## src/logic/ppc_instr_pkg.sv

```systemverilog
// Only the four 32-bit compare encodings are described here. Bit 0 is the MSB, as in the Power ISA.
package ppc_instr_pkg;

    // Primary opcodes.
    localparam logic [0:5] OPCD_CMPLI = 6'd10;
    localparam logic [0:5] OPCD_CMPI  = 6'd11;
    localparam logic [0:5] OPCD_XFORM = 6'd31;

    // Extended opcodes under primary opcode 31.
    localparam logic [0:9] XO_CMP  = 10'd0;
    localparam logic [0:9] XO_CMPL = 10'd32;

    // Immediate compare layout (cmpi, cmpli).
    typedef struct packed {
        logic [0:5]  opcd;
        logic [0:2]  bf;
        logic        rsv;
        logic        l;
        logic [0:4]  ra;
        logic [0:15] imm;
    } d_form_t;

    // Register compare layout (cmp, cmpl).
    typedef struct packed {
        logic [0:5] opcd;
        logic [0:2] bf;
        logic       rsv;
        logic       l;
        logic [0:4] ra;
        logic [0:4] rb;
        logic [0:9] xo;
        logic       rc;
    } x_form_t;

    // One instruction word, read as either form.
    typedef union packed {
        d_form_t d_form;
        x_form_t x_form;
    } instr_word_u;

    // Control word handed to the compare unit.
    typedef struct packed {
        logic cmp_signed;
    } cmp_decode_t;

endpackage

```

## src/logic/cr_types_pkg.sv

```systemverilog
// Condition register of eight 4-bit fields. Field 0 sits in the most significant nibble.
package cr_types_pkg;

    // Number of fields and bits per field.
    localparam int CR_FIELDS     = 8;
    localparam int CR_FIELD_BITS = 4;

    // Full register width.
    localparam int CR_WIDTH = CR_FIELDS * CR_FIELD_BITS;

    // One field, in the order LT, GT, EQ, SO.
    typedef logic [0:CR_FIELD_BITS-1] cr_field_t;

    // Field select, as carried in the BF field.
    typedef logic [0:2] crf_idx_t;

endpackage

```

## src/logic/cmp_issue_if.sv

```systemverilog
// Valid/ready channel. The source holds its payload stable while valid is high and ready is low.
`timescale 1ns/1ps

interface cmp_issue_if
    import ppc_instr_pkg::*;
    import cr_types_pkg::*;
#(
    parameter int RS_ID_WIDTH = 5
);

    logic                   valid;
    logic                   ready;
    logic [0:RS_ID_WIDTH-1] rs_id;
    crf_idx_t               crf;
    logic [0:31]            op1;
    logic [0:31]            op2;
    logic                   so;
    cmp_decode_t            control;

    // Decoder side.
    modport source (
        output valid,
        input  ready,
        output rs_id,
        output crf,
        output op1,
        output op2,
        output so,
        output control
    );

    // Compare unit side.
    modport sink (
        input  valid,
        output ready,
        input  rs_id,
        input  crf,
        input  op1,
        input  op2,
        input  so,
        input  control
    );

endinterface

```

## src/logic/cmp_done_if.sv

```systemverilog
// Result channel. A result retires on an edge where valid and ready are both high.
`timescale 1ns/1ps

interface cmp_done_if
    import cr_types_pkg::*;
#(
    parameter int RS_ID_WIDTH = 5
);

    logic                   valid;
    logic                   ready;
    logic [0:RS_ID_WIDTH-1] rs_id;
    crf_idx_t               crf;
    cr_field_t              result;

    // Compare unit side.
    modport source (
        output valid,
        input  ready,
        output rs_id,
        output crf,
        output result
    );

    // CR file only watches the handshake.
    modport writer (
        input valid,
        input ready,
        input crf,
        input result
    );

endinterface

```

## src/logic/cmp_decoder.sv

```systemverilog
// Purely combinational. Assumes only cmp, cmpl, cmpi and cmpli arrive, and ignores the L bit.
`timescale 1ns/1ps

module cmp_decoder
    import ppc_instr_pkg::*;
#(
    parameter int RS_ID_WIDTH = 5
)(
    input  logic                   instr_valid,
    output logic                   instr_ready,
    input  instr_word_u            instr,
    input  logic [0:RS_ID_WIDTH-1] tag,
    input  logic [0:31]            ra_value,
    input  logic [0:31]            rb_value,
    input  logic                   xer_so,
    cmp_issue_if.source            issue
);

    logic [0:31] op2;
    cmp_decode_t control;

    // Operand B and signedness depend on the form.
    always_comb begin
        op2                = rb_value;
        control.cmp_signed = 1'b0;

        case (instr.d_form.opcd)
            OPCD_CMPI: begin
                // SI is sign-extended.
                op2                = {{16{instr.d_form.imm[0]}}, instr.d_form.imm};
                control.cmp_signed = 1'b1;
            end
            OPCD_CMPLI: begin
                // UI is zero-extended.
                op2                = {16'h0000, instr.d_form.imm};
                control.cmp_signed = 1'b0;
            end
            OPCD_XFORM: begin
                op2 = rb_value;
                case (instr.x_form.xo)
                    XO_CMP:  control.cmp_signed = 1'b1;
                    XO_CMPL: control.cmp_signed = 1'b0;
                    default: control.cmp_signed = 1'b0;
                endcase
            end
            default: begin
                op2                = rb_value;
                control.cmp_signed = 1'b0;
            end
        endcase
    end

    // BF sits at the same bits in both forms.
    assign issue.valid   = instr_valid;
    assign issue.rs_id   = tag;
    assign issue.crf     = instr.x_form.bf;
    assign issue.op1     = ra_value;
    assign issue.op2     = op2;
    assign issue.so      = xer_so;
    assign issue.control = control;

    assign instr_ready = issue.ready;

endmodule

```

## src/logic/cmp_unit.sv

```systemverilog
// Two-stage elastic pipeline. It holds up to two compares, with results in acceptance order.
`timescale 1ns/1ps

module cmp_unit
    import ppc_instr_pkg::*;
    import cr_types_pkg::*;
#(
    parameter int RS_ID_WIDTH = 5
)(
    input  logic      clk,
    input  logic      rst,
    cmp_issue_if.sink issue,
    cmp_done_if.source done
);

    // Stage 0 holds the operands.
    logic                   s0_valid;
    logic [0:RS_ID_WIDTH-1] s0_rs_id;
    crf_idx_t               s0_crf;
    logic [0:31]            s0_op1;
    logic [0:31]            s0_op2;
    logic                   s0_so;
    cmp_decode_t            s0_control;

    // Stage 1 holds the finished field.
    logic                   s1_valid;
    logic [0:RS_ID_WIDTH-1] s1_rs_id;
    crf_idx_t               s1_crf;
    cr_field_t              s1_result;

    cr_field_t cmp_result;
    logic      s0_load;
    logic      s1_load;

    // A stage loads when it is empty or its contents move on.
    assign s1_load = ~s1_valid | done.ready;
    assign s0_load = ~s0_valid | s1_load;

    assign issue.ready = s0_load;

    // Compare over 33 bits so one comparator serves both signed and unsigned.
    always_comb begin
        logic signed [0:32] lhs;
        logic signed [0:32] rhs;

        lhs = {s0_control.cmp_signed & s0_op1[0], s0_op1};
        rhs = {s0_control.cmp_signed & s0_op2[0], s0_op2};

        if (lhs < rhs) begin
            cmp_result[0:2] = 3'b100;
        end else if (lhs > rhs) begin
            cmp_result[0:2] = 3'b010;
        end else begin
            cmp_result[0:2] = 3'b001;
        end
        cmp_result[3] = s0_so;
    end

    // Occupancy flags.
    always_ff @(posedge clk) begin
        if (rst) begin
            s0_valid <= 1'b0;
            s1_valid <= 1'b0;
        end else begin
            if (s0_load) begin
                s0_valid <= issue.valid;
            end
            if (s1_load) begin
                s1_valid <= s0_valid;
            end
        end
    end

    // Payload only moves together with a valid entry.
    always_ff @(posedge clk) begin
        if (s0_load && issue.valid) begin
            s0_rs_id   <= issue.rs_id;
            s0_crf     <= issue.crf;
            s0_op1     <= issue.op1;
            s0_op2     <= issue.op2;
            s0_so      <= issue.so;
            s0_control <= issue.control;
        end
        if (s1_load && s0_valid) begin
            s1_rs_id  <= s0_rs_id;
            s1_crf    <= s0_crf;
            s1_result <= cmp_result;
        end
    end

    assign done.valid  = s1_valid;
    assign done.rs_id  = s1_rs_id;
    assign done.crf    = s1_crf;
    assign done.result = s1_result;

endmodule

```

## src/logic/cr_file.sv

```systemverilog
// Only compares write the CR here. A field changes on the edge where its result retires.
`timescale 1ns/1ps

module cr_file
    import cr_types_pkg::*;
(
    input  logic              clk,
    input  logic              rst,
    cmp_done_if.writer        done,
    output logic [0:CR_WIDTH-1] cr
);

    cr_field_t fields [CR_FIELDS];
    logic      retire;

    assign retire = done.valid & done.ready;

    always_ff @(posedge clk) begin
        if (rst) begin
            fields <= '{default: '0};
        end else if (retire) begin
            fields[done.crf] <= done.result;
        end
    end

    // Field 0 lands in the top nibble.
    always_comb begin
        for (int i = 0; i < CR_FIELDS; i++) begin
            cr[i*CR_FIELD_BITS +: CR_FIELD_BITS] = fields[i];
        end
    end

endmodule

```

## src/logic/cmp_subsystem.sv

```systemverilog
// 32-bit compares only. The caller supplies RA, RB, SO and a tag with every instruction.
`timescale 1ns/1ps

module cmp_subsystem #(
    parameter int RS_ID_WIDTH = 5
)(
    input  logic                   clk,
    input  logic                   rst,

    // Instruction side.
    input  logic                   instr_valid,
    output logic                   instr_ready,
    input  logic [0:31]            instr,
    input  logic [0:RS_ID_WIDTH-1] tag,
    input  logic [0:31]            ra_value,
    input  logic [0:31]            rb_value,
    input  logic                   xer_so,

    // Result side.
    output logic                   done_valid,
    input  logic                   done_ready,
    output logic [0:RS_ID_WIDTH-1] done_tag,
    output logic [0:2]             done_crf,
    output logic [0:3]             done_result,

    // Whole condition register.
    output logic [0:31]            cr
);

    cmp_issue_if #(.RS_ID_WIDTH(RS_ID_WIDTH)) issue_if ();
    cmp_done_if  #(.RS_ID_WIDTH(RS_ID_WIDTH)) done_if ();

    cmp_decoder #(
        .RS_ID_WIDTH (RS_ID_WIDTH)
    ) u_decoder (
        .instr_valid (instr_valid),
        .instr_ready (instr_ready),
        .instr       (instr),
        .tag         (tag),
        .ra_value    (ra_value),
        .rb_value    (rb_value),
        .xer_so      (xer_so),
        .issue       (issue_if.source)
    );

    cmp_unit #(
        .RS_ID_WIDTH (RS_ID_WIDTH)
    ) u_unit (
        .clk   (clk),
        .rst   (rst),
        .issue (issue_if.sink),
        .done  (done_if.source)
    );

    cr_file u_cr_file (
        .clk  (clk),
        .rst  (rst),
        .done (done_if.writer),
        .cr   (cr)
    );

    // Result channel out to the ports.
    assign done_if.ready = done_ready;
    assign done_valid    = done_if.valid;
    assign done_tag      = done_if.rs_id;
    assign done_crf      = done_if.crf;
    assign done_result   = done_if.result;

endmodule

```

## config.mk

```make
export PLATFORM = sky130hd
export DESIGN_NAME = cmp_subsystem
export DESIGN_NICKNAME = d
export VERILOG_FILES = /design/src/logic/ppc_instr_pkg.sv /design/src/logic/cr_types_pkg.sv /design/src/logic/cmp_issue_if.sv /design/src/logic/cmp_done_if.sv /design/src/logic/cmp_decoder.sv /design/src/logic/cmp_unit.sv /design/src/logic/cr_file.sv /design/src/logic/cmp_subsystem.sv
export SDC_FILE = /design/constraint.sdc
export NUM_CORES = 1
export LEC_CHECK = 0
export BUFFER_PORTS_ARGS = -buffer_cell sky130_fd_sc_hd__buf_2
export CORE_MARGIN = 3
export CORE_UTILIZATION = 45
export CTS_CLUSTER_DIAMETER = 30
export CTS_CLUSTER_SIZE = 28
export DETAILED_ROUTE_END_ITERATION = 16
export GPL_TIMING_DRIVEN = 0
export PLACE_DENSITY = 0.71
export REMOVE_ABC_BUFFERS = 1
export SETUP_SLACK_MARGIN = 0.02
export SLEW_MARGIN = 10
export SYNTH_ARGS = -nofsm -noshare
export SYNTH_HDL_FRONTEND = slang
export SYNTH_HIERARCHICAL = 1
export SYNTH_SLANG_ARGS = --single-unit
```

## constraint.sdc

```tcl
create_clock -name clk -period 2.55 [get_ports clk]
set_input_delay 0.255 -clock clk [delete_from_list [all_inputs] [get_ports clk]]
set_output_delay 0.255 -clock clk [all_outputs]
set_load 0.005 [all_outputs]
```

# Word level (Yosys, flattened, before mapping)
# Cells that the tools add are included.
# op_classes
magnitude_cmp,4
eq_ne,3
mux,7
n_bitwise,8
n_reduce_logical,4
# ops
operator,count
32-bit one-hot mux with 2 select lines,1
33-bit > comparator,1
33-bit less-than comparator,1
32-bit bitwise mux,1
4-bit demux with 3-bit select,1
"6-bit by 4-bit == test with 1-bit output, second input constant",2
10-bit logical NOT,1
"6-bit by 5-bit == test with 1-bit output, second input constant",1
"4-bit >= comparator, second input constant",1
"4-bit by 1-bit less-than comparator with 1-bit output, second input constant",1
4-bit 2-to-1 mux,1
3-bit NOT with 4-bit output,1
1-bit bitwise AND,3
1-bit logical AND,3
2-bit 2-to-1 mux,1
1-bit NOT,2
1-bit OR,2
1-bit one-hot mux with 2 select lines,1
1-bit 2-to-1 mux,1
# totals
register_bits,120
inputBits,106
output_inout_bits,46
elab_cells,46

# Longest topological paths before layout
# depth
word_depth,6
ltp_mapped,8
mapped_depth_nobuf,8

# By module
# The synthesis kept the hierarchy.
# modules_own_cells
module,instances,cells_per_inst,area_each_um2,seq_area_each_um2
cmp_unit,1,224,3597.2,2622.5
cr_file,1,120,1291.2,640.6
cmp_decoder,1,90,759.5,0.0

# Worst setup path after synthesis
# No wires, ideal clock.
# synth_timing
path_kind,reg2reg
startpoint,"register u_unit.s1_valid, in the netlist u_unit/done.valid"
endpoint,register u_unit.s0_control (enable)
setup_time_ps,440
arrival_time_ps,2286
required_time_ps,2110
path_slack_ps,-176
stages_incl_launch_ff,4
n_path_buf,0
synth_period_minus_slack_ps,2726
path_cell_list,dfxtp_1 nor2b_1 nand2_1 and2_1
# synth_between
elab_chain_cells,4
# synth_rtl
element,line,text
start: declaration,cmp_unit.sv:26,logic s1_valid;
start signal: assignment,cmp_unit.sv:69,s1_valid <= s0_valid;
1-bit NOT,cmp_unit.sv:36,assign s1_load = ~s1_valid | done.ready;
1-bit OR,cmp_unit.sv:36,
1-bit OR,cmp_unit.sv:37,assign s0_load = ~s0_valid | s1_load;
named net issue_if.ready,cmp_issue_if.sv:12,logic ready;
1-bit logical AND,cmp_unit.sv:76,if (s0_load && issue.valid) begin
end signal: assignment,cmp_unit.sv:82,s0_control <= issue.control;
end: declaration,cmp_unit.sv:23,cmp_decode_t s0_control;
# The timed path passes the listed nets, and every way through them passes these cells.
# A chain may end at the register's enable or synchronous reset.

# Worst setup path in the final report
# layout_timing
startpoint,register u_unit/s0_op1[25] (netlist bit)
endpoint,"register u_unit.s1_result[1], in the netlist u_unit/done.result[1], data pin"
# layout_between
elab_chain_cells,2
word_cells_on_any_way,3
cone_classes,2 x order compare; 1 x mux
# layout_rtl
element,line,text
start: declaration,cmp_unit.sv:20,logic [0:31] s0_op1;
start signal: assignment,cmp_unit.sv:79,s0_op1 <= issue.op1;
33-bit > comparator,cmp_unit.sv:51,end else if (lhs > rhs) begin
2-bit 2-to-1 mux,cmp_unit.sv:51,
end signal: assignment,cmp_unit.sv:87,s1_result <= cmp_result;
end: declaration,cmp_unit.sv:29,cr_field_t s1_result;
# Parallel ways exist; a longest one is shown, timed or not.

==> flow_summary.json <==
{
  "via_per_inst": 4.773,
  "start_util": 0.4644,
  "final_layout_size_suffix_gt1_frac": 0.4128,
  "yosysSeqAreaShare": 0.5778,
  "cts_tree": "yes",
  "routed_wirelength_um": 10700,
  "dp_hpwl_um": 7679,
  "synth-async-reset-ratio": 0,
  "rsz0062_at_grt": "no",
  "crit_chain": "ha_1 -> a21oi_2 -> o21ai_2 -> a221oi_4 -> o22ai_4 -> or4_4 -> a2111oi_4",
  "clk_latency_ns": 0.41,
  "multi_input_area_sq_um": 2059,
  "numCtsBuffers": 17,
  "finalClockSkew_ns": 0.005530,
  "tightest_slew_ns": 1.014,
  "cp-end-kind": "flip-flop",
  "crit_arrival_ns": 2.64,
  "critical_path.top_delay_family": "compound AO/OA/AOI/OAI gates",
  "hold_path.class": "in2reg",
  "crit_path_max_incr_delay_ns": 0.51,
  "synth_edf_count": 86,
  "status": "finished clean",
  "cts.sinks": 120,
  "fin_crit_sh": 0.9508,
  "nNetsFinal": 688,
  "synthTopCellsByArea": "edfxtp_1 (46%), dfxtp_1 (12%), ha_1 (7.1%)",
  "slew-limit-headroom": 0.3228,
  "synth_area_leader_cell": "edfxtp_1",
  "ff_latch_area_sq_um": 3263,
  "die_h_um": 118.0,
  "grt_pass1_wl_um": 17460,
  "ys_types": 47,
  "cp-start-kind": "flip-flop",
  "crit_type": "reg2reg",
  "yosysMostFrequentCell": "edfxtp_1",
  "cp.required_ns": 2.76,
  "nFillCells": 1000,
  "drcViolationCount": 0,
  "fin_cells": 730,
  "core-area_sq_um": 12160,
  "setup_tns_ns": 0,
  "period_needed_ns": 2.424,
  "first_global_vias": 3667,
  "synth_common_cells": "edfxtp_1 (86), buf_4 (43), nand2b_1 (38), inv_1 (35), dfxtp_1 (34)",
  "setup_viol": 0,
  "hold_viol_final": 0,
  "gp_congestion": 0.8375,
  "syn-instance-count": 434,
  "yosys_warnings": 6,
  "overflow": 0,
  "rows": 40,
  "netlist.area_leader.share": 0.4572,
  "area_growth_pct": 24.50,
  "root_buffer": "clkbuf_16",
  "critPathBufInv": 0,
  "vias": 3484,
  "fin_area_sq_um": 7032,
  "max_cap_viol_count": 0,
  "cp_slowest_cell": "or4_4",
  "drv_slew": 0,
  "p_leak_nw": 3.196,
  "cts_max_level": 4,
  "r2r_slack_ns": 0.13,
  "wl_per_cell_um": 14.66,
  "ys_seq_elements": 120,
  "netlist_area_sq_um": 5648,
  "pwr_density_cell_nw_per_um2": 687.7,
  "grt_usage": 0.1591,
  "dieArea_sq_um": 13930,
  "placement.io_buffers": 144,
  "final_antenna_net_count": 0,
  "ir_drop_v": 0.0004537,
  "final_critical_path_setup_slack_ns": 0.1255,
  "worst-path-max-fanout": 3,
  "post_dp_cell_area_sq_um": 6200,
  "die_x_um": 118.0,
  "preCtsSetupSlack_ns": -0.05847,
  "max_freq_mhz": 412.5,
  "syn_area_per_cell_sq_um": 13.01,
  "dr.pass1.iters": 4,
  "grt_max_degree": 61,
  "synth_ff_type": "edfxtp_1",
  "clock_path_buffers": 2,
  "antenna-diode-count": 0,
  "io_pins": 152,
  "dp_cells": 691,
  "dr.first_iter.drc_count": 158,
  "path_clk_slew_ns": 0.05,
  "grt_antenna_before_repair": 0
}
==> stage by stage <==
step | util | hold slack [ns] | power (mW)
2_1_floorplan | - | 0.3274 | 2.456
3_3_place_gp | 0.5073 | 0.4016 | 2.602
3_5_place_dp | 0.5098 | 0.4045 | 2.620
4_1_cts | 0.5608 | 0.0001817 | 4.846
5_1_grt | 0.5782 | 0.002236 | 5.046
6_report | 0.5782 | 0.02237 | 4.835
==> final timing paths <==
kind | cells after the start | to | start
max | 7 | u_unit/done.result[1]$_SDFFCE_PP0P_ | u_unit/s0_op1[25]$_DFFE_PP_
min | 1 | u_unit/s0_rs_id[4]$_DFFE_PP_ | tag[4]
max reg2reg | 7 | u_unit/done.result[1]$_SDFFCE_PP0P_ | u_unit/s0_op1[25]$_DFFE_PP_
min reg2reg | 0 | u_unit/done.crf[0]$_DFFE_PP_ | u_unit/s0_crf[0]$_DFFE_PP_
==> where the power goes <==
| part | leakage [nW] | total (mW) | switching (mW) | internal, mW |
|---|---|---|---|---|
| logic | 1.82 | 0.414 | 0.204 | 0.209 |
| registers | 1.11 | 2.23 | 0.0334 | 2.19 |
| clock network | 0.264 | 2.20 | 0.784 | 1.41 |
| total | 3.20 | 4.84 | 1.02 | 3.81 |
==> flip-flops by register name (all words and copies together), names as in the netlist <==
signal	flops
u_unit/s0_so	1
u_unit/s0_op1	32
u_unit/done.valid	1
u_unit/s0_valid	1
u_unit/s0_op2	32
u_unit/done.crf	3
u_unit/done.rs_id	5
u_cr_file/cr	32
u_unit/done.result	4
u_unit/s0_control	1
u_unit/s0_crf	3
u_unit/s0_rs_id	5
==> per-layer routing <==
| layer | track usage | vias to the layer above | wire, um |
|---|---|---|---|
| met2 | 0.2594 | 125 | 5199 |
| met5 | 0 | - | 0 |
| met3 | 0.05286 | 16 | 725 |
| met1 | 0.1941 | 1607 | 4604 |
| li1 | - | 1736 | - |
| met4 | 0.06593 | 0 | 174 |
==> repair_timing <==
item / CTS / global route
setup buffers: 0 / 2
pin swaps: 2 / 17
endpoints found under the hold margin: 6 / 0
endpoints found under the setup margin: 1 / 1
resized for setup: 3 / 26
hold buffers: 6 / 0
==> layout by cell type, fill, tap and decap left out, drive strengths merged, types with 2 or more instances in the layout <==
cell         Yosys  routed
and3b            3       3
o21ai            5       5
clkinvlp         0       2
a21o            18      18
mux2            16      16
dlygate4sd3      0       6
a21oi           13      13
a221oi           2       2
nor3             2       2
nand4            7       7
nor4b            2       2
mux2i           33      33
nand3            5       5
nor2b            3       3
bufinv           0       2
buf             48     147
ha              32      32
dfxtp           34      34
a31oi            2       2
nand2           16      16
inv             35      35
or4              3       3
nor2             6       6
o31ai            3       3
nand2b          38      38
or3              2       2
clkbuf           8      20
clkinv           0       7
edfxtp          86      86
==> cell type report <==
type / count / share of cell area
Sequential cell: 120 / 0.4641
Multi-Input combinational cell: 223 / 0.2929
Timing Repair Buffer: 153 / 0.1171
Clock buffer: 20 / 0.06210
Tap cell: 168 / 0.02989
Inverter: 35 / 0.01868
Clock inverter: 11 / 0.01530
==> cell families after synthesis <==
logic type,count (synthesis),synth area share
mux,49,0.09105
flops,120,0.5778
xor+xnor,2,0.003102
compound gates,46,0.06159
buf+inv,91,0.09570
simple gates,94,0.09991
fa+ha+maj,32,0.07089
(Power assumes the default switching activity.)
